File: src/include/arcade_input_cfg.svh
// Build-time sizes for the arcade input front end, included by the package and the RTL
`ifndef ARCADE_INPUT_CFG_SVH
`define ARCADE_INPUT_CFG_SVH

//////////////////////////////////////////////////
// Player ports
//////////////////////////////////////////////////

// Number of player ports
// The package key table has two rows, so only 2 works
`define ARCADE_NUM_PLAYERS 2

//////////////////////////////////////////////////
// Reset timing
//////////////////////////////////////////////////

// Cycles of PLL reset after the PLL drops lock
`define ARCADE_PLL_STRETCH 256

// Cycles of CPU reset after its last cause goes away
`define ARCADE_CPU_RST_CYCLES 16

//////////////////////////////////////////////////
// Host bus
//////////////////////////////////////////////////

// Wishbone word address width
`define ARCADE_WB_ADR_W 3

`endif

File: src/hdl/arcade_input_pkg.sv
// Shared types and key code tables for the arcade input front end; referenced by scoped names
`include "arcade_input_cfg.svh"

package arcade_input_pkg;

  //////////////////////////////////////////////////
  // Player control word
  //////////////////////////////////////////////////

  // Declared MSB first, so right lands on bit 0
  // Same bit order as the low 11 joystick bits
  typedef struct packed {
    logic service;
    logic pause;
    logic coin;
    logic start;
    logic button3;
    logic button2;
    logic button1;
    logic up;
    logic down;
    logic left;
    logic right;
  } player_ctrl_t;

  // Bit index of each control field
  typedef enum logic [3:0] {
    CTRL_RIGHT,
    CTRL_LEFT,
    CTRL_DOWN,
    CTRL_UP,
    CTRL_BUTTON1,
    CTRL_BUTTON2,
    CTRL_BUTTON3,
    CTRL_START,
    CTRL_COIN,
    CTRL_PAUSE,
    CTRL_SERVICE
  } ctrl_bit_e;

  //////////////////////////////////////////////////
  // Register map
  //////////////////////////////////////////////////

  typedef enum logic [`ARCADE_WB_ADR_W-1:0] {
    REG_PLAYER0 = 3'd0,
    REG_PLAYER1 = 3'd1,
    REG_COINS   = 3'd2,
    REG_OPTIONS = 3'd3,
    REG_CONTROL = 3'd4
  } reg_addr_e;

  //////////////////////////////////////////////////
  // PS/2 scan codes per player, indexed by ctrl_bit_e
  //////////////////////////////////////////////////

  // Code 00 marks an unmapped field
  localparam logic [7:0] key_table [`ARCADE_NUM_PLAYERS][11] = '{
    // Arrows, ctrl, alt, space, 1, 5, P, 9
    '{8'h74, 8'h6B, 8'h72, 8'h75, 8'h14, 8'h11, 8'h29, 8'h16, 8'h2E, 8'h4D, 8'h46},
    // G, D, F, R, A, S, Q, 2, 6, no pause key, 0
    '{8'h34, 8'h23, 8'h2B, 8'h2D, 8'h1C, 8'h1B, 8'h15, 8'h1E, 8'h36, 8'h00, 8'h45}
  };

endpackage

File: src/hdl/key_event_if.sv
// Decoded PS/2 key event bundle, driven by the key decoder and read by every player port
`timescale 1ns/1ps

interface key_event_if;

  // One-cycle strobe, no back-pressure
  logic       valid;
  // Scan code, low byte only
  logic [7:0] code;
  // Make (1) or break (0)
  logic       pressed;
  // E0-prefixed key
  logic       extended;

  // Decoder side
  modport src (
    output valid,
    output code,
    output pressed,
    output extended
  );

  // Player port side
  modport dst (
    input valid,
    input code,
    input pressed,
    input extended
  );

endinterface

File: src/hdl/ps2_key_decoder.sv
// PS/2 key word decoder; a flip of the toggle bit becomes a one-cycle key event
`timescale 1ns/1ps

module ps2_key_decoder (
  input  logic        clk_sys,
  input  logic        RESET,
  input  logic [10:0] ps2_key,
  key_event_if.src    ev
);

  // Input capture of the key word
  logic       tog_in;
  logic [9:0] key_in;
  // Toggle as seen one cycle before
  logic       tog_prev;

  //////////////////////////////////////////////////
  // Toggle tracking
  //////////////////////////////////////////////////

  always_ff @(posedge clk_sys or posedge RESET) begin
    if (RESET) begin
      tog_in   <= 1'b0;
      tog_prev <= 1'b0;
      ev.valid <= 1'b0;
    end else begin
      tog_in   <= ps2_key[10];
      tog_prev <= tog_in;
      // Any change of the toggle marks a new event
      ev.valid <= tog_in ^ tog_prev;
    end
  end

  //////////////////////////////////////////////////
  // Event payload
  //////////////////////////////////////////////////

  always_ff @(posedge clk_sys) begin
    key_in      <= ps2_key[9:0];
    // Payload lines up with the valid pulse
    ev.code     <= key_in[7:0];
    ev.extended <= key_in[8];
    ev.pressed  <= key_in[9];
  end

endmodule

File: src/hdl/player_port.sv
// One player's input port; tracks mapped key states and merges them with the joystick word
`timescale 1ns/1ps

module player_port #(
  // Row of the key table, 0 or 1
  parameter int PLAYER = 0
) (
  input  logic                         clk_sys,
  input  logic                         RESET,
  key_event_if.dst                     ev,
  input  logic [10:0]                  joystick,
  output arcade_input_pkg::player_ctrl_t ctrl
);

  // Held state of each mapped key, bit order as in player_ctrl_t
  logic [10:0] keys_q;
  // Key state with the current event applied
  logic [10:0] keys_next;

  //////////////////////////////////////////////////
  // Key match
  //////////////////////////////////////////////////

  // Extended and plain codes match the same entry
  always_comb begin
    keys_next = keys_q;
    if (ev.valid) begin
      for (int i = 0; i <= int'(arcade_input_pkg::CTRL_SERVICE); i++) begin
        // Entry 00 is unmapped and never hits
        if (arcade_input_pkg::key_table[PLAYER][i] != 8'h00 &&
            ev.code == arcade_input_pkg::key_table[PLAYER][i]) begin
          keys_next[i] = ev.pressed;
        end
      end
    end
  end

  //////////////////////////////////////////////////
  // State and output
  //////////////////////////////////////////////////

  always_ff @(posedge clk_sys or posedge RESET) begin
    if (RESET) begin
      keys_q <= '0;
      ctrl   <= '0;
    end else begin
      keys_q <= keys_next;
      // Event shows in the cycle after valid, joystick one cycle late
      ctrl   <= arcade_input_pkg::player_ctrl_t'(keys_next | joystick);
    end
  end

endmodule

File: src/hdl/input_regs.sv
// Wishbone classic register block for player readback, coin counts, options and soft reset
`timescale 1ns/1ps
`include "arcade_input_cfg.svh"

module input_regs (
  input  logic                           clk_sys,
  input  logic                           RESET,
  input  arcade_input_pkg::player_ctrl_t players [`ARCADE_NUM_PLAYERS],
  input  logic                           wb_cyc,
  input  logic                           wb_stb,
  input  logic                           wb_we,
  input  logic [`ARCADE_WB_ADR_W-1:0]    wb_adr,
  input  logic [31:0]                    wb_dat_w,
  output logic [31:0]                    wb_dat_r,
  output logic                           wb_ack,
  output logic [31:0]                    options,
  output logic                           soft_reset
);

  // New request, only seen while ack is low
  logic        req;
  logic        wr;
  logic [31:0] rd_data;
  // Coin bit of the previous cycle, per player
  logic [`ARCADE_NUM_PLAYERS-1:0] coin_q;
  // Wrapping coin counters
  logic [7:0]  coin_cnt [`ARCADE_NUM_PLAYERS];

  assign req = wb_cyc & wb_stb & ~wb_ack;
  assign wr  = req & wb_we;

  //////////////////////////////////////////////////
  // Read mux
  //////////////////////////////////////////////////

  always_comb begin
    case (arcade_input_pkg::reg_addr_e'(wb_adr))
      arcade_input_pkg::REG_PLAYER0: rd_data = {21'h0, players[0]};
      arcade_input_pkg::REG_PLAYER1: rd_data = {21'h0, players[1]};
      arcade_input_pkg::REG_COINS:   rd_data = {16'h0, coin_cnt[1], coin_cnt[0]};
      arcade_input_pkg::REG_OPTIONS: rd_data = options;
      // Control reads 0, as do holes in the map
      default:                       rd_data = '0;
    endcase
  end

  //////////////////////////////////////////////////
  // Bus handshake and writes
  //////////////////////////////////////////////////

  always_ff @(posedge clk_sys or posedge RESET) begin
    if (RESET) begin
      wb_ack     <= 1'b0;
      options    <= '0;
      soft_reset <= 1'b0;
    end else begin
      // Single-cycle ack, one cycle after the request
      wb_ack     <= req;
      soft_reset <= 1'b0;
      if (wr) begin
        case (arcade_input_pkg::reg_addr_e'(wb_adr))
          arcade_input_pkg::REG_OPTIONS: options <= wb_dat_w;
          arcade_input_pkg::REG_CONTROL: soft_reset <= wb_dat_w[0];
          // Coin clear lives with the counters, rest ignored
          default: ;
        endcase
      end
    end
  end

  // Read data rides along with ack
  always_ff @(posedge clk_sys) begin
    if (req) begin
      wb_dat_r <= rd_data;
    end
  end

  //////////////////////////////////////////////////
  // Coin counters
  //////////////////////////////////////////////////

  always_ff @(posedge clk_sys or posedge RESET) begin
    if (RESET) begin
      coin_q <= '0;
      for (int p = 0; p < `ARCADE_NUM_PLAYERS; p++) begin
        coin_cnt[p] <= 8'h00;
      end
    end else begin
      for (int p = 0; p < `ARCADE_NUM_PLAYERS; p++) begin
        coin_q[p] <= players[p].coin;
        // Host clear beats a coin edge in the same cycle
        if (wr && wb_adr == arcade_input_pkg::REG_COINS) begin
          coin_cnt[p] <= 8'h00;
        end else if (players[p].coin && !coin_q[p]) begin
          coin_cnt[p] <= coin_cnt[p] + 8'h01;
        end
      end
    end
  end

endmodule

File: src/hdl/reset_gen.sv
// Reset generator; stretches the PLL reset on lock loss and holds the CPU reset after its causes
`timescale 1ns/1ps
`include "arcade_input_cfg.svh"

module reset_gen (
  input  logic clk_sys,
  input  logic RESET,
  input  logic pll_locked,
  input  logic soft_reset,
  output logic pll_rst,
  output logic cpu_reset
);

  localparam int PLL_W = $clog2(`ARCADE_PLL_STRETCH);
  localparam int CPU_W = $clog2(`ARCADE_CPU_RST_CYCLES + 1);

  logic             locked_q;
  logic [PLL_W-1:0] pll_cnt;
  logic [CPU_W-1:0] cpu_cnt;
  // CPU reset causes other than RESET itself
  logic             cpu_cause;

  assign cpu_cause = ~pll_locked | soft_reset;

  //////////////////////////////////////////////////
  // PLL reset stretch
  //////////////////////////////////////////////////

  always_ff @(posedge clk_sys or posedge RESET) begin
    if (RESET) begin
      locked_q <= 1'b0;
      pll_cnt  <= '0;
      pll_rst  <= 1'b0;
    end else begin
      locked_q <= pll_locked;
      if (locked_q && !pll_locked) begin
        // Falling lock, load the full stretch
        pll_cnt <= PLL_W'(`ARCADE_PLL_STRETCH - 1);
        pll_rst <= 1'b1;
      end else if (pll_cnt != '0) begin
        pll_cnt <= pll_cnt - 1'b1;
      end else begin
        pll_rst <= 1'b0;
      end
    end
  end

  //////////////////////////////////////////////////
  // CPU reset hold
  //////////////////////////////////////////////////

  // Release of RESET already counts as the first hold cycle
  always_ff @(posedge clk_sys or posedge RESET) begin
    if (RESET) begin
      cpu_cnt   <= CPU_W'(`ARCADE_CPU_RST_CYCLES - 1);
      cpu_reset <= 1'b1;
    end else begin
      if (cpu_cause) begin
        // Reload while any cause is present
        cpu_cnt   <= CPU_W'(`ARCADE_CPU_RST_CYCLES);
        cpu_reset <= 1'b1;
      end else if (cpu_cnt != '0) begin
        cpu_cnt   <= cpu_cnt - 1'b1;
      end else begin
        cpu_reset <= 1'b0;
      end
    end
  end

endmodule

File: src/hdl/arcade_input_top.sv
// Top level of the arcade input front end; ties key decoder, player ports, registers and resets
`timescale 1ns/1ps
`include "arcade_input_cfg.svh"

module arcade_input_top (
  input  logic                        clk_sys,
  input  logic                        RESET,
  input  logic [10:0]                 ps2_key,
  input  logic [31:0]                 joystick_0,
  input  logic [31:0]                 joystick_1,
  input  logic                        pll_locked,
  input  logic                        wb_cyc,
  input  logic                        wb_stb,
  input  logic                        wb_we,
  input  logic [`ARCADE_WB_ADR_W-1:0] wb_adr,
  input  logic [31:0]                 wb_dat_w,
  output logic [31:0]                 wb_dat_r,
  output logic                        wb_ack,
  output logic [10:0]                 p0_ctrl,
  output logic [10:0]                 p1_ctrl,
  output logic [31:0]                 options,
  output logic                        pll_rst,
  output logic                        cpu_reset
);

  // Shared key event bus
  key_event_if key_ev ();

  // Per-player control words and joystick slices
  arcade_input_pkg::player_ctrl_t players [`ARCADE_NUM_PLAYERS];
  logic [10:0]                    joy_low [`ARCADE_NUM_PLAYERS];
  logic                           soft_reset;

  // Only the low 11 joystick bits carry controls
  assign joy_low[0] = joystick_0[10:0];
  assign joy_low[1] = joystick_1[10:0];

  assign p0_ctrl = players[0];
  assign p1_ctrl = players[1];

  //////////////////////////////////////////////////
  // Keyboard and player ports
  //////////////////////////////////////////////////

  ps2_key_decoder ps2_key_decoder_i (
    .clk_sys (clk_sys),
    .RESET   (RESET),
    .ps2_key (ps2_key),
    .ev      (key_ev.src)
  );

  for (genvar p = 0; p < `ARCADE_NUM_PLAYERS; p++) begin : g_player
    player_port #(
      .PLAYER (p)
    ) player_port_i (
      .clk_sys  (clk_sys),
      .RESET    (RESET),
      .ev       (key_ev.dst),
      .joystick (joy_low[p]),
      .ctrl     (players[p])
    );
  end

  //////////////////////////////////////////////////
  // Host registers and resets
  //////////////////////////////////////////////////

  input_regs input_regs_i (
    .clk_sys    (clk_sys),
    .RESET      (RESET),
    .players    (players),
    .wb_cyc     (wb_cyc),
    .wb_stb     (wb_stb),
    .wb_we      (wb_we),
    .wb_adr     (wb_adr),
    .wb_dat_w   (wb_dat_w),
    .wb_dat_r   (wb_dat_r),
    .wb_ack     (wb_ack),
    .options    (options),
    .soft_reset (soft_reset)
  );

  reset_gen reset_gen_i (
    .clk_sys    (clk_sys),
    .RESET      (RESET),
    .pll_locked (pll_locked),
    .soft_reset (soft_reset),
    .pll_rst    (pll_rst),
    .cpu_reset  (cpu_reset)
  );

endmodule

File: config.mk
export PLATFORM = sky130hd
export DESIGN_NAME = arcade_input_top
export DESIGN_NICKNAME = d
export VERILOG_FILES = /design/src/hdl/arcade_input_pkg.sv /design/src/hdl/key_event_if.sv /design/src/hdl/ps2_key_decoder.sv /design/src/hdl/player_port.sv /design/src/hdl/input_regs.sv /design/src/hdl/reset_gen.sv /design/src/hdl/arcade_input_top.sv
export VERILOG_INCLUDE_DIRS = /design/src /design/src/include
export SDC_FILE = /design/constraint.sdc
export NUM_CORES = 1
export LEC_CHECK = 0
export BUFFER_PORTS_ARGS = -buffer_cell sky130_fd_sc_hd__buf_2
export CAP_MARGIN = 10
export CORE_UTILIZATION = 50
export DETAILED_ROUTE_END_ITERATION = 7
export MAX_ROUTING_LAYER = met4
export PLACE_DENSITY = 0.84
export SLEW_MARGIN = 20
export SYNTH_ARGS = -nofsm -noshare
export SYNTH_HDL_FRONTEND = slang
export SYNTH_HIERARCHICAL = 1
export SYNTH_SLANG_ARGS = --single-unit
export TNS_END_PERCENT = 5
File: constraint.sdc
create_clock -name clk_sys -period 3.05 [get_ports clk_sys]
set_input_delay 0.305 -clock clk_sys [delete_from_list [all_inputs] [get_ports clk_sys]]
set_output_delay 0.305 -clock clk_sys [all_outputs]
set_load 0.01 [all_outputs]
Yosys cells after proc, flatten, opt, wreduce, memory -nomap -nowiden
Cells that the tools add are included.
{ "totals": {"wordCells": 136, "reg_bits": 165, "output_inout_bits": 89, "inputBits": 116} }
{ "op_classes": {"n_addsub": 4, "n_eq_ne": 27, "muxes": 39, "bitwise": 9, "n_reduce_logical": 15} }
{ "ops": {"columns": ["op", "count"], "rows": [
  ["case mux 32 bit (4 select lines)", 1],
  ["== test 8 x 5 -> 1 bit, second input constant", 7],
  ["== test 8 x 6 -> 1 bit, second input constant", 7],
  ["== test 8 x 7 -> 1 bit, second input constant", 7],
  ["2-to-1 mux 8 bit", 6],
  ["2-to-1 mux 1 bit", 28],
  ["bitwise OR 11 bit", 2],
  ["adder 8 x 1 -> 8 bit, second input constant", 2],
  ["2-to-1 mux 11 bit", 1],
  ["2-to-1 mux 5 bit", 2],
  ["2-to-1 mux 9 bit", 1],
  ["nonzero test 2 bit", 4],
  ["nonzero test 8 bit", 1],
  ["subtractor 8 x 1 -> 8 bit, second input constant", 1],
  ["== test 3 x 2 -> 1 bit, second input constant", 2],
  ["nonzero test 5 bit", 1],
  ["subtractor 5 x 1 -> 5 bit, second input constant", 1],
  ["logical AND 1 bit", 4],
  ["!= test 2 x 1 -> 1 bit, second input constant", 2],
  ["AND 1 bit", 3],
  ["== test 3 x 1 -> 1 bit, second input constant", 1],
  ["== test 3 bit, second input constant", 1],
  ["zero test 1 bit", 3],
  ["zero test 3 bit", 1],
  ["4 further kinds", 5]
]} }

Logic depth before layout (Yosys ltp)
Gate-level depths: netlist of the first run.
{ "depth": {"ltp_word": 5, "ltp_mapped": 6, "ltp_nobuf": 5} }

Modules after synthesis
Netlist of the first run, hierarchy kept.
{ "modules_own_cells": {"columns": ["mod", "cells_each", "seq_area_each_um2", "area_each_um2", "instances"], "rows": [
  ["input_regs", 242, 2262.2, 3778.6, 1],
  ["player_port (g_player[0].player_port_i)", 93, 550.5, 1037.2, 1],
  ["player_port (g_player[1].player_port_i)", 89, 525.5, 1029.7, 1],
  ["reset_gen", 77, 406.6, 793.3, 1],
  ["ps2_key_decoder", 25, 475.5, 488.0, 1]
]} }

Worst setup path before layout of the first run
Ideal clock, no wire load.
{ "synth_timing": {"kind": "register to register", "start": "reg input_regs_i.wb_ack", "end": "reg input_regs_i.wb_dat_r[0], enable pin", "setup_time_ns": 0.423, "path_buffers": 0, "required_ns": 2.627, "slack_ns": 0.805, "arrival_time_ns": 1.823, "stages_incl_launch_ff": 2, "period_less_slack_ns": 2.245, "cell_sequence": "dfrtp_1 -> nor2_1"} }
{ "synth_between": {"elab_chain_len": 2} }
{ "synth_lines": {"columns": ["item", "line_no", "text"], "rows": [
  ["start: declaration", "input_regs.sv:15", "output logic wb_ack,"],
  ["start signal: assignment", "input_regs.sv:58", "wb_ack <= req;"],
  ["NOT 1 bit", "input_regs.sv:29", "assign req = wb_cyc & wb_stb & ~wb_ack;"],
  ["AND 1 bit", "input_regs.sv:29", null],
  ["via input_regs_i.req", "input_regs.sv:21", "logic req;"],
  ["end signal: assignment", "input_regs.sv:74", "wb_dat_r <= rd_data;"],
  ["end: declaration", "input_regs.sv:14", "output logic [31:0] wb_dat_r,"]
]} }
The timed path passes the listed nets, and every way through them passes these cells.
A chain may end at the register's enable or synchronous reset.

Worst setup path in the final report of the first run
{ "layout_timing": {"start": "reg ps2_key_decoder_i.ev.code[0]", "end": "reg g_player[0].player_port_i.keys_q[6]"} }
{ "layout_between": {"elab_chain_len": 3} }
{ "layout_lines": {"columns": ["item", "line_no", "text"], "rows": [
  ["start: declaration", "key_event_if.sv:18", "output code,"],
  ["start signal: assignment", "ps2_key_decoder.sv:41", "ev.code <= key_in[7:0];"],
  ["== test 8 x 6 -> 1 bit", "player_port.sv:31", "ev.code == arcade_input_pkg::key_table[PLAYER][i]) begin"],
  ["2-to-1 mux 1 bit", "player_port.sv:30", "if (arcade_input_pkg::key_table[PLAYER][i] != 8'h00 &&"],
  ["2-to-1 mux 11 bit", "player_port.sv:27", "if (ev.valid) begin"],
  ["via g_player[0].player_port_i.keys_next[6]", "player_port.sv:18", "logic [10:0] keys_next;"],
  ["end signal: assignment", "player_port.sv:47", "keys_q <= keys_next;"],
  ["end: declaration", "player_port.sv:16", "logic [10:0] keys_q;"]
]} }
The timed path passes the listed nets, and every way through them passes these cells.

==> summary.txt, run 1 <==
Outcome
  • Outcome: finished clean

Clock tree
  • Max clock buf depth: 2
  • Clock transition at path regs: ~0.06 ns
  • CTS Buf Count: 17
  • Post-CTS Hold Buffers: 12
  • CTS Root Cell: clkbuf_16
  • Post CTS Setup Buffer Count: 0
  • Clock sink count: 164
  • Post-CTS sizing: 0
  • CTS tree: built
  • Clock Latency Late Sink: 0.43 ns
  • Htree depth: 4

Critical path
  • Critical path type: flop to flop
  • Reg2reg path depth: 3
  • R2R Setup Slk: 1.04 ns
  • Critical Path Fanout Max: 16
  • Element type at the critical path start: flop
  • CP startpoint: ps2_key_decoder_i/ev.code[0]$_DFF_P_
  • RR Startpoint: ps2_key_decoder_i/ev.code[0]$_DFF_P_
  • Crit end category: flop
  • Reg-to-Reg End: g_player[0].player_port_i/keys_q[6]$_DFF_PP0_
  • Critical path data required time: roughly 3.4 ns
  • Worst EP arrival: 2.32 ns

Timing
  • Slew Limit Fails: 0
  • Rel. slew slack: 36.0%
  • Post-Route Setup TNS: 0 ns
  • Tcrit/Tclk final: 66.0%
  • Clock skew: 0.00701 ns
  • Achievable Freq: 0.497 GHz
  • Worst Tran Pin Value: 0.959 ns
  • Fin crit period: 2.01 ns
  • Final worst slack: 1.04 ns
  • Unrepaired setup endpoints after global routing: false
  • Final setup viols: 0
  • Final hold violation count: 0

Power
  • Comb power frac: between 15 and 20%
  • Power share of the sequential group: 49.1%
  • Int Pwr: 0.00423 W
  • Psw: 0.00157 W
  • Switch share: 27.1%
  • P_leak: 3.98 nW
  • Cell Pwr Density: 667 nW/um^2
  • Proportion of power drawn by the clock network: between 30% and 40%
  • Peak VDD IR: 0.415 mV
  • Total Power: 0.00580 W

Min path
  • Worst hold stages: 1
  • Worst hold start: pll_locked
  • WHS Endpoint: reset_gen_i/locked_q$_DFF_PP0_
  • Hold crit path type: primary input to flop

Place
  • GP Congestion: 0.893
  • I/O Buffers: around 160
  • Detailed Place HPWL: 11,800 um
  • Dpl ws: 0.822 ns

Job
  • Max-cap violations: 0

Drt
  • Vias: 5,046
  • Antenna Nets Post-Route: 0
  • Vias per inst: approximately 5.6
  • Total Routed Length: approximately 16,000 um
  • # DRC: 0
  • Avg WL per Cell: between 15 and 20 um
  • DR iter-0 viols: 475
  • Pre-Repair DR Iteration Count: 5

Floorplan
  • Die Footprint: approximately 15,000 um^2
  • Initial Util: between 50% and 60%
  • Chip Width: 121 um
  • Row count: 43
  • Core ar.: 13,800 um^2
  • Chip height: 121 um
  • # IOs: 205

Synthesis
  • Net count of the mapped netlist: approximately 640
  • Yosys Warn Count: 6
  • Post-Syn Instances: 524
  • Mapped cell area: between 7000 and 8000 um^2
  • Syn Area/Cell: 13.5 um^2

Cells and area
  • Final nets: roughly 830
  • Area Overhead vs Synth: 22.8%
  • Share of post-route cells with drive strength above 1: between 30% and 40%

Global route
  • Total GRT Usage: 24.3%
  • Initial antenna violation count: 1
  • Number of global-route vias before repair: 4,991
  • Remaining Overflow, GRT: 0
  • First-pass GRT wire length: around 26,000 um
  • Largest net degree at the start of global routing: 53
==> per-stage QoR <==
step	instance area, um^2	std cells	hold slack, ns	utilization (%)
2_1_floorplan	7090	524	0.0586	-
3_3_place_gp	8020	854	0.250	58.0
3_5_place_dp	8020	854	0.261	58.0
4_1_cts	8700	898	0.0301	62.9
5_1_grt	8700	899	0.0469	62.9
6_report	8700	899	0.0443	62.9
==> worst max-delay path, cell delays in order (launching register included) <==
cell	delay, ns
dfxtp_1	0.64
nand2b_1	0.27
nor4_1	0.58
mux2_2	0.40
==> how the worst max path moves through the flow <==
stage / end / slack, ns / depth (start not counted)
floorplan: input_regs_i/wb_dat_r[0]$_DFFE_PP_ / 0.80 / 1
global placement: input_regs_i/options[19]$_DFFE_PP0P_ / 0.85 / 5
detailed placement: input_regs_i/options[20]$_DFFE_PP0P_ / 0.82 / 5
CTS: reset_gen_i/pll_cnt[5]$_DFFE_PP0P_ / 1.10 / 5
global route: g_player[0].player_port_i/keys_q[6]$_DFF_PP0_ / 0.91 / 3
finish: g_player[0].player_port_i/keys_q[6]$_DFF_PP0_ / 1.04 / 3
==> layout by cell type, fill, tap and decap left out, types with 12 or more instances in the layout <==
cell,count
a21oi_1,13
and2_1,18
buf_2,161
clkbuf_16,18
dfrtp_1,109
dfxtp_1,18
dlygate4sd3_1,12
edfxtp_1,32
inv_1,20
mux2_4,30
nand2_1,19
nand3_1,12
nand3b_1,15
nor2_1,25
nor2b_1,15
o21ai_0,18
==> per-layer routing <==
layer  GRT usage, %  share of wire (%)  vias up  routed length, um
li1               -                  -     2284                  -
met1           30.0                 42     2506               6870
met2           38.7                 49      218               8130
met3           4.98                6.4       38               1060
met4           10.6                2.7        0                440
met5              -                  0        -                  0
==> state kept, by name, summed over array words and instances (netlist names), 2 cells and up <==
name                           count
ps2_key_decoder_i/ev.code          8
input_regs_i/options              32
g_player.player_port_i/keys_q     21
g_player.player_port_i/ctrl       22
reset_gen_i/pll_cnt                8
input_regs_i/coin_q                2
reset_gen_i/cpu_cnt                5
ps2_key_decoder_i/key_in           9
input_regs_i/wb_dat_r             32
input_regs_i/coin_cnt             16
==> cell type report <==
class | instances | area [um^2]
fillers | 1000 | 5130
flip-flops and latches | 164 | 4180
multi-input cells | 324 | 2700
repair buffers | 177 | 956
clock buffers | 25 | 517
well taps | 180 | 225
inverters | 21 | 80.1
clock inverters | 7 | 42.5
diodes | 1 | 2.50
==> power by group through the flow <==
stage,clock (W),sequential (W),combinational (W)
after floorplan,0,0.00285,0.000597
after global placement,0,0.00285,0.000888
final,0.00199,0.00285,0.000959
after detailed placement,0,0.00288,0.000941
after global routing,0.00211,0.00289,0.00107
after CTS,0.00202,0.00284,0.000965
Note: power is estimated with default switching activity, not from simulation.
==> run 2, diff against run 1 <==
--- a/config.mk
+++ b/config.mk
@@ -6,12 +6,13 @@
 export SDC_FILE = /design/constraint.sdc
 export NUM_CORES = 1
 export LEC_CHECK = 0
+export ABC_AREA = 1
 export BUFFER_PORTS_ARGS = -buffer_cell sky130_fd_sc_hd__buf_2
 export CAP_MARGIN = 10
-export CORE_UTILIZATION = 50
+export CORE_UTILIZATION = 47
 export DETAILED_ROUTE_END_ITERATION = 7
 export MAX_ROUTING_LAYER = met4
-export PLACE_DENSITY = 0.84
+export PLACE_DENSITY = 0.83
 export SLEW_MARGIN = 20
 export SYNTH_ARGS = -nofsm -noshare
 export SYNTH_HDL_FRONTEND = slang
==> constraint.sdc (replaced) <==
create_clock -name clk_sys -period 1.64 [get_ports clk_sys]
set_input_delay 0.164 -clock clk_sys [delete_from_list [all_inputs] [get_ports clk_sys]]
set_output_delay 0.164 -clock clk_sys [all_outputs]
set_load 0.01 [all_outputs]
==> run 2 against run 1 <==
  * Maximum frequency increased by 41%
  * Combinational power increased by 87%
  * Sequential power increased by 81%
  * Critical path depth increased by 4
  * Synthesized area decreased by 0.53%
  * Largest cell class unchanged
  * Design area increased by 6.7%
  * Die area increased by 5.7%
  * Hold slack got worse by 0.027 ns
  * Count of clock-buffer cells in the layout decreased by 8
==> summary.txt, run 2 <==
Drt
  • Vias: 6,154 (+22%)
  • Avg WL per Cell: 14.6 um (-21%)
  • Vias per inst: 4.98 (-11%)
  • # DRC: 0 (unchanged)
  • Antenna Nets Post-Route: 0 (unchanged)
  • Pre-Repair DR Iteration Count: 5 (unchanged)
  • DR iter-0 viols: 383 (-19%)
  • Total Routed Length: 18,000 um (+9.0%)

Critical path
  • CP top delay family: simple AND/OR/NAND/NOR gates
  • Critical path data required time: 1.95 ns (-1.41 ns)
  • Critical Path Fanout Max: 24 (+8)
  • Critical path type: flop to flop
  • Crit path largest cell delay: 0.38 ns (-0.26 ns)
  • Element type at the critical path start: flop
  • Worst EP arrival: 1.73 ns (-0.59 ns)
  • CP cell instances: inv_1, nand3_1, nor2_2, nand2_1, buf_4, nor2_1, a21oi_1
  • Crit-path slowest cell: dfrtp_1
  • Crit end category: flop
  • CP Buf/Inv Count: 2 (+2)

Timing
  • Unrepaired setup endpoints after global routing: false
  • Fin crit period: 1.43 ns (-0.587 ns)
  • Tcrit/Tclk final: 86.9% (+21 points)
  • Final hold violation count: 0 (unchanged)
  • Slew Limit Fails: 0 (unchanged)
  • Achievable Freq: 0.702 GHz (+41%)
  • Worst Tran Pin Value: 0.798 ns (-0.161 ns)
  • Final worst slack: 0.215 ns (-0.823 ns)
  • Final setup viols: 0 (unchanged)
  • Rel. slew slack: 46.7% (+11 points)
  • Post-Route Setup TNS: 0 ns (unchanged)
  • Clock skew: 0.00886 ns (+0.00186 ns)

Clock tree
  • CTS Buf Count: 17 (unchanged)
  • CTS tree: built
  • Max clock buf depth: 2 (unchanged)
  • Htree depth: 4 (unchanged)
  • Post-CTS Hold Buffers: 57 (+45)
  • Post CTS Setup Buffer Count: 0 (unchanged)
  • Post-CTS sizing: 0 (unchanged)
  • Clock Latency Late Sink: 0.43 ns (about the same)
  • Clock sink count: 164 (unchanged)
  • CTS Root Cell: clkbuf_16
  • Clock transition at path regs: 0.07 ns (about the same)

Place
  • GP Congestion: 0.889 (-0.46%)
  • I/O Buffers: 161 (unchanged)
  • Dpl ws: 0.106 ns (-0.716 ns)
  • Detailed Place HPWL: 12,300 um (+4.3%)

Global route
  • First-pass GRT wire length: 29,400 um (+13%)
  • Remaining Overflow, GRT: 0 (unchanged)
  • Initial antenna violation count: 0 (-1)
  • Number of global-route vias before repair: 6,143 (+23%)
  • Largest net degree at the start of global routing: 53 (unchanged)
  • Total GRT Usage: 25.2% (+0.93 points)

Cells and area
  • Share of post-route cells with drive strength above 1: 24.2% (-14 points)
  • Number of antenna diodes: 0 (-1)
  • Most frequent cells in the layout: nand2_1 (189), buf_2 (161), inv_1 (126)
  • Fillers: 1,126 (+13%)
  • Area Overhead vs Synth: 31.8%
  • Top flop regs: input_regs_i/options x32, input_regs_i/wb_dat_r x32, g_player.player_port_i/ctrl x22
  • Final nets: 1,158 (+40%)
  • Most common cell after layout, fill and taps aside: nand2_1

Synthesis
  • Net count of the mapped netlist: 922 (+43%)
  • Syn Area/Cell: 8.79 um^2 (-35%)
  • Mapped cell area: 7050 um^2 (-0.53%)
  • Post-Syn Instances: 802 (+53%)
  • Yosys Warn Count: 6 (unchanged)

Power
  • Peak VDD IR: 0.971 mV (+130%)
  • Cell Pwr Density: 1170 nW/um^2 (+75%)
  • P_leak: 4.88 nW (+23%)

Floorplan
  • Die Footprint: 15,500 um^2 (+5.7%)
  • Chip Width: 124 um (+2.8%)
  • Chip height: 124 um (+2.8%)
  • Initial Util: 48.3% (-2.9 points)
  • # IOs: 205 (unchanged)
  • Core ar.: 14,600 um^2 (+5.5%)
  • Row count: 44 (+2.3%)

Outcome
  • Outcome: finished clean

Min path
  • Hold crit path type: primary input to flop

Job
  • Max-cap violations: 0 (unchanged)
==> run 2: layout make-up <==
cell class / count / area [um^2] / area share (%)
flip-flops and latches: 164 / 4180 / 45.0
multi-input cells: 481 / 2260 / 24.4
repair buffers: 234 / 1510 / 16.2
inverters: 140 / 526 / 5.66
clock buffers: 17 / 425 / 4.58
well taps: 184 / 230 / 2.48
clock inverters: 15 / 155 / 1.67
==> run 2: path summary, 6_finish.rpt <==
path	slack, ns	to	startpoint	depth (start not counted)
setup / recovery	0.21	input_regs_i/options[16]$_DFFE_PP0P_	input_regs_i/wb_ack$_DFF_PP0_	7
hold reg to reg	0.32	ps2_key_decoder_i/ev.pressed$_DFF_P_	ps2_key_decoder_i/key_in[9]$_DFF_P_	0
min in group asynchronous	0.23	ps2_key_decoder_i/tog_prev$_DFF_PP0_	RESET	3
max in group asynchronous	0.81	reset_gen_i/cpu_cnt[4]$_DFFE_PP0P_	RESET	3
hold / removal	0.02	input_regs_i/options[20]$_DFFE_PP0P_	wb_dat_w[20]	3
setup reg to reg	0.21	input_regs_i/options[16]$_DFFE_PP0P_	input_regs_i/wb_ack$_DFF_PP0_	7
==> run 2: where the power goes <==
part | total (W) | internal (W) | switching, W
sequential | 0.00516 | 0.00472 | 0.000446
clock | 0.00390 | 0.00225 | 0.00165
combinational | 0.00179 | 0.000747 | 0.00104
==> run 2: through the flow <==
stage / instances / util, % / hold WS [ns] / power (W) / area, um^2
2_1_floorplan: 802 / - / -0.0824 / 0.00620 / 7050
5_1_grt: 1235 / 63.7 / 0.0101 / 0.0114 / 9290
4_1_cts: 1235 / 63.7 / 0.000200 / 0.0109 / 9290
3_5_place_dp: 1146 / 55.8 / 0.120 / 0.00688 / 8140
6_report: 1235 / 63.7 / 0.0174 / 0.0109 / 9290
3_3_place_gp: 1146 / 55.8 / 0.114 / 0.00679 / 8130
==> run 2: worst min-delay path: stages <==
cell     delay [ns]
buf_2          0.10
nor2_1         0.09
a21oi_1        0.05
==> run 2: metal layers <==
| metal | GRT usage, % | vias up | wire [um] | share of wire (%) |
|---|---|---|---|---|
| met5 | - | - | 0 | 0 |
| met4 | 15.5 | 0 | 1020 | 5.7 |
| met3 | 5.33 | 75 | 1040 | 5.8 |
| met2 | 42.4 | 241 | 9040 | 50 |
| met1 | 27.1 | 2849 | 6880 | 38 |
| li1 | - | 2989 | - | - |
==> run 3, diff against run 2 <==
--- a/config.mk
+++ b/config.mk
@@ -13,6 +13,7 @@
 export DETAILED_ROUTE_END_ITERATION = 7
 export MAX_ROUTING_LAYER = met4
 export PLACE_DENSITY = 0.83
+export RECOVER_POWER = 25
 export SLEW_MARGIN = 20
 export SYNTH_ARGS = -nofsm -noshare
 export SYNTH_HDL_FRONTEND = slang
==> run 3 against run 2 <==
  * Clock skew about the same
  * Clock power about the same
  * Via count up 0.45%
  * Maximum frequency down 0.28%
  * Critical endpoint unchanged
  * Design area down 0.18%
  * Critical path depth unchanged
  * Flip-flop and latch count unchanged
  * First-iteration DRC count up 9.1%
  * Cell count unchanged
==> summary.txt, run 3 (synthesis results as in run 2) <==
Global route
  • Total GRT Usage: 25.2% (unchanged)
  • Number of global-route vias before repair: 6,143 (unchanged)
  • Initial antenna violation count: 0 (unchanged)
  • Remaining Overflow, GRT: 0 (unchanged)
  • Largest net degree at the start of global routing: 53 (unchanged)
  • First-pass GRT wire length: 29,400 um (unchanged)

Drt
  • Vias per inst: 5.01 (+0.45%)
  • Pre-Repair DR Iteration Count: 6 (+1)
  • Avg WL per Cell: 14.6 um (about the same)
  • Total Routed Length: 18,000 um (about the same)
  • DR iter-0 viols: 418 (+9.1%)
  • Vias: 6,182 (+0.45%)
  • # DRC: 0 (unchanged)
  • Antenna Nets Post-Route: 0 (unchanged)

Outcome
  • Outcome: finished clean

Timing
  • Final worst slack: 0.211 ns (-0.00403 ns)
  • Tcrit/Tclk final: 87.2% (+0.25 points)
  • Rel. slew slack: 46.5% (-0.27 points)
  • Slew Limit Fails: 0 (unchanged)
  • Final hold violation count: 0 (unchanged)
  • Worst Tran Pin Value: 0.802 ns (+0.00401 ns)
  • Final setup viols: 0 (unchanged)
  • Achievable Freq: 0.700 GHz (-0.28%)
  • Fin crit period: 1.43 ns (+0.00403 ns)
  • Unrepaired setup endpoints after global routing: false
  • Post-Route Setup TNS: 0 ns (unchanged)
  • Clock skew: 0.00913 ns (+0.000269 ns)

Cells and area
  • Area Overhead vs Synth: 31.5%
  • Most frequent cells in the layout: nand2_1 (189), buf_2 (160), inv_1 (126)
  • Final nets: 1,158 (unchanged)
  • Top flop regs: input_regs_i/options x32, input_regs_i/wb_dat_r x32, g_player.player_port_i/ctrl x22
  • Fillers: 1,130 (+0.36%)
  • Most common cell after layout, fill and taps aside: nand2_1
  • Share of post-route cells with drive strength above 1: 24.0% (-0.19 points)
  • Post-layout util: 63.6% (-0.11 points)
  • Number of antenna diodes: 0 (unchanged)
  • Storage element area: 4180 um^2 (unchanged)
  • Multi-input gate area: 2260 um^2 (unchanged)

Floorplan
  • Chip Width: 124 um (unchanged)
  • Chip height: 124 um (unchanged)
  • Core ar.: 14,600 um^2 (unchanged)
  • Row count: 44 (unchanged)
  • Die Footprint: 15,500 um^2 (unchanged)
  • # IOs: 205 (unchanged)
  • Initial Util: 48.3% (unchanged)

Place
  • Dpl ws: 0.106 ns (unchanged)
  • GP Congestion: 0.889 (unchanged)
  • I/O Buffers: 161 (unchanged)
  • Detailed Place HPWL: 12,300 um (unchanged)

Critical path
  • Worst EP arrival: 1.74 ns (about the same)
  • Critical path data required time: 1.95 ns (about the same)
  • Crit path largest cell delay: 0.37 ns (about the same)
  • R2R Setup Slk: 0.21 ns (about the same)
  • Crit end category: flop
  • CP Buf/Inv Count: 2 (unchanged)
  • CP cell instances: inv_1, nand3_1, nor2_2, nand2_1, buf_4, nor2_1, a21oi_1
  • Critical Path Fanout Max: 24 (unchanged)
  • Critical path type: flop to flop
  • Crit-path slowest cell: dfrtp_1
  • CP top delay family: simple AND/OR/NAND/NOR gates
  • Element type at the critical path start: flop

Power
  • Proportion of power drawn by the clock network: 35.9% (about the same)
  • Int Pwr: 0.00771 W (about the same)
  • P_leak: 4.87 nW (-0.22%)
  • Cell Pwr Density: 1170 nW/um^2 (about the same)
  • Power share of the sequential group: 47.7% (about the same)
  • Switch share: 28.9% (-0.047 points)
  • Comb power frac: 16.4% (about the same)
  • Psw: 0.00313 W (-0.30%)
  • Peak VDD IR: 0.970 mV (about the same)

Clock tree
  • CTS tree: built
  • Clock Latency Late Sink: 0.43 ns (about the same)
  • Clock transition at path regs: 0.07 ns (about the same)
  • Max clock buf depth: 2 (unchanged)
  • Clock sink count: 164 (unchanged)
  • Post-CTS sizing: 0 (unchanged)
  • CTS Root Cell: clkbuf_16
  • CTS Buf Count: 17 (unchanged)
  • Htree depth: 4 (unchanged)

Job
  • Max-cap violations: 0 (unchanged)

Min path
  • Hold crit path type: primary input to flop
==> run 3: worst paths after layout <==
kind / startpoint / end / cells after the start
worst min-delay path: wb_dat_w[0] / input_regs_i/soft_reset$_DFF_PP0_ / 3
min in group asynchronous: RESET / ps2_key_decoder_i/tog_prev$_DFF_PP0_ / 3
worst max-delay path: input_regs_i/wb_ack$_DFF_PP0_ / input_regs_i/options[16]$_DFFE_PP0P_ / 7
max in group asynchronous: RESET / input_regs_i/coin_cnt[15]$_DFFE_PP0P_ / 4
worst max register to register: input_regs_i/wb_ack$_DFF_PP0_ / input_regs_i/options[16]$_DFFE_PP0P_ / 7
worst min register to register: ps2_key_decoder_i/key_in[9]$_DFF_P_ / ps2_key_decoder_i/ev.pressed$_DFF_P_ / 0
==> run 3: layout make-up <==
class / instances / area share (%)
timing repair buffer: 234 / 16.1
sequential: 164 / 45.1
multi-input combinational: 481 / 24.4
tap: 184 / 2.48
clock buffer: 17 / 4.59
clock inverter: 15 / 1.67
inverter: 140 / 5.67
==> run 3: tightest hold or removal path, cell delays in order <==
cell    delay (ns)
buf_2         0.10
inv_1         0.07
nor3_1        0.07
==> run 3: layer usage <==
| metal | wire length (um) | up-vias | global-route usage, % | share of wire [%] |
|---|---|---|---|---|
| met3 | 913 | 73 | 5.33 | 5.1 |
| met5 | 0 | - | - | 0 |
| met1 | 6940 | 2900 | 27.1 | 39 |
| met2 | 9180 | 216 | 42.4 | 51 |
| li1 | - | 2993 | - | - |
| met4 | 952 | 0 | 15.5 | 5.3 |
==> run 3: timing repair <==
item | 4_1_cts | 5_1_grt
endpoints found under the setup margin | 0 | 0
hold buffers | 57 | 0
setup buffers | 0 | 0
endpoints found under the hold margin | 165 | 0
==> run 3: metrics by stage <==
| step | hold WS (ns) | total power [W] | std cells | cell area (um^2) |
|---|---|---|---|---|
| 4_1_cts | 0.000200 | 0.0109 | 1235 | 9290 |
| 6_report | 0.0146 | 0.0108 | 1235 | 9270 |
| 3_5_place_dp | 0.120 | 0.00688 | 1146 | 8140 |
| 5_1_grt | 0.0101 | 0.0114 | 1235 | 9270 |
| 3_3_place_gp | 0.114 | 0.00679 | 1146 | 8130 |
| 2_1_floorplan | -0.0824 | 0.00620 | 802 | 7050 |
==> run 3: power by group through the flow <==
stage / Sequential [W] / Combinational [W] / Clock [W]
floorplan: 0.00522 / 0.000984 / 0
global placement: 0.00521 / 0.00158 / 0
detailed placement: 0.00523 / 0.00165 / 0
CTS: 0.00516 / 0.00178 / 0.00396
global route: 0.00524 / 0.00203 / 0.00412
finish: 0.00517 / 0.00178 / 0.00389
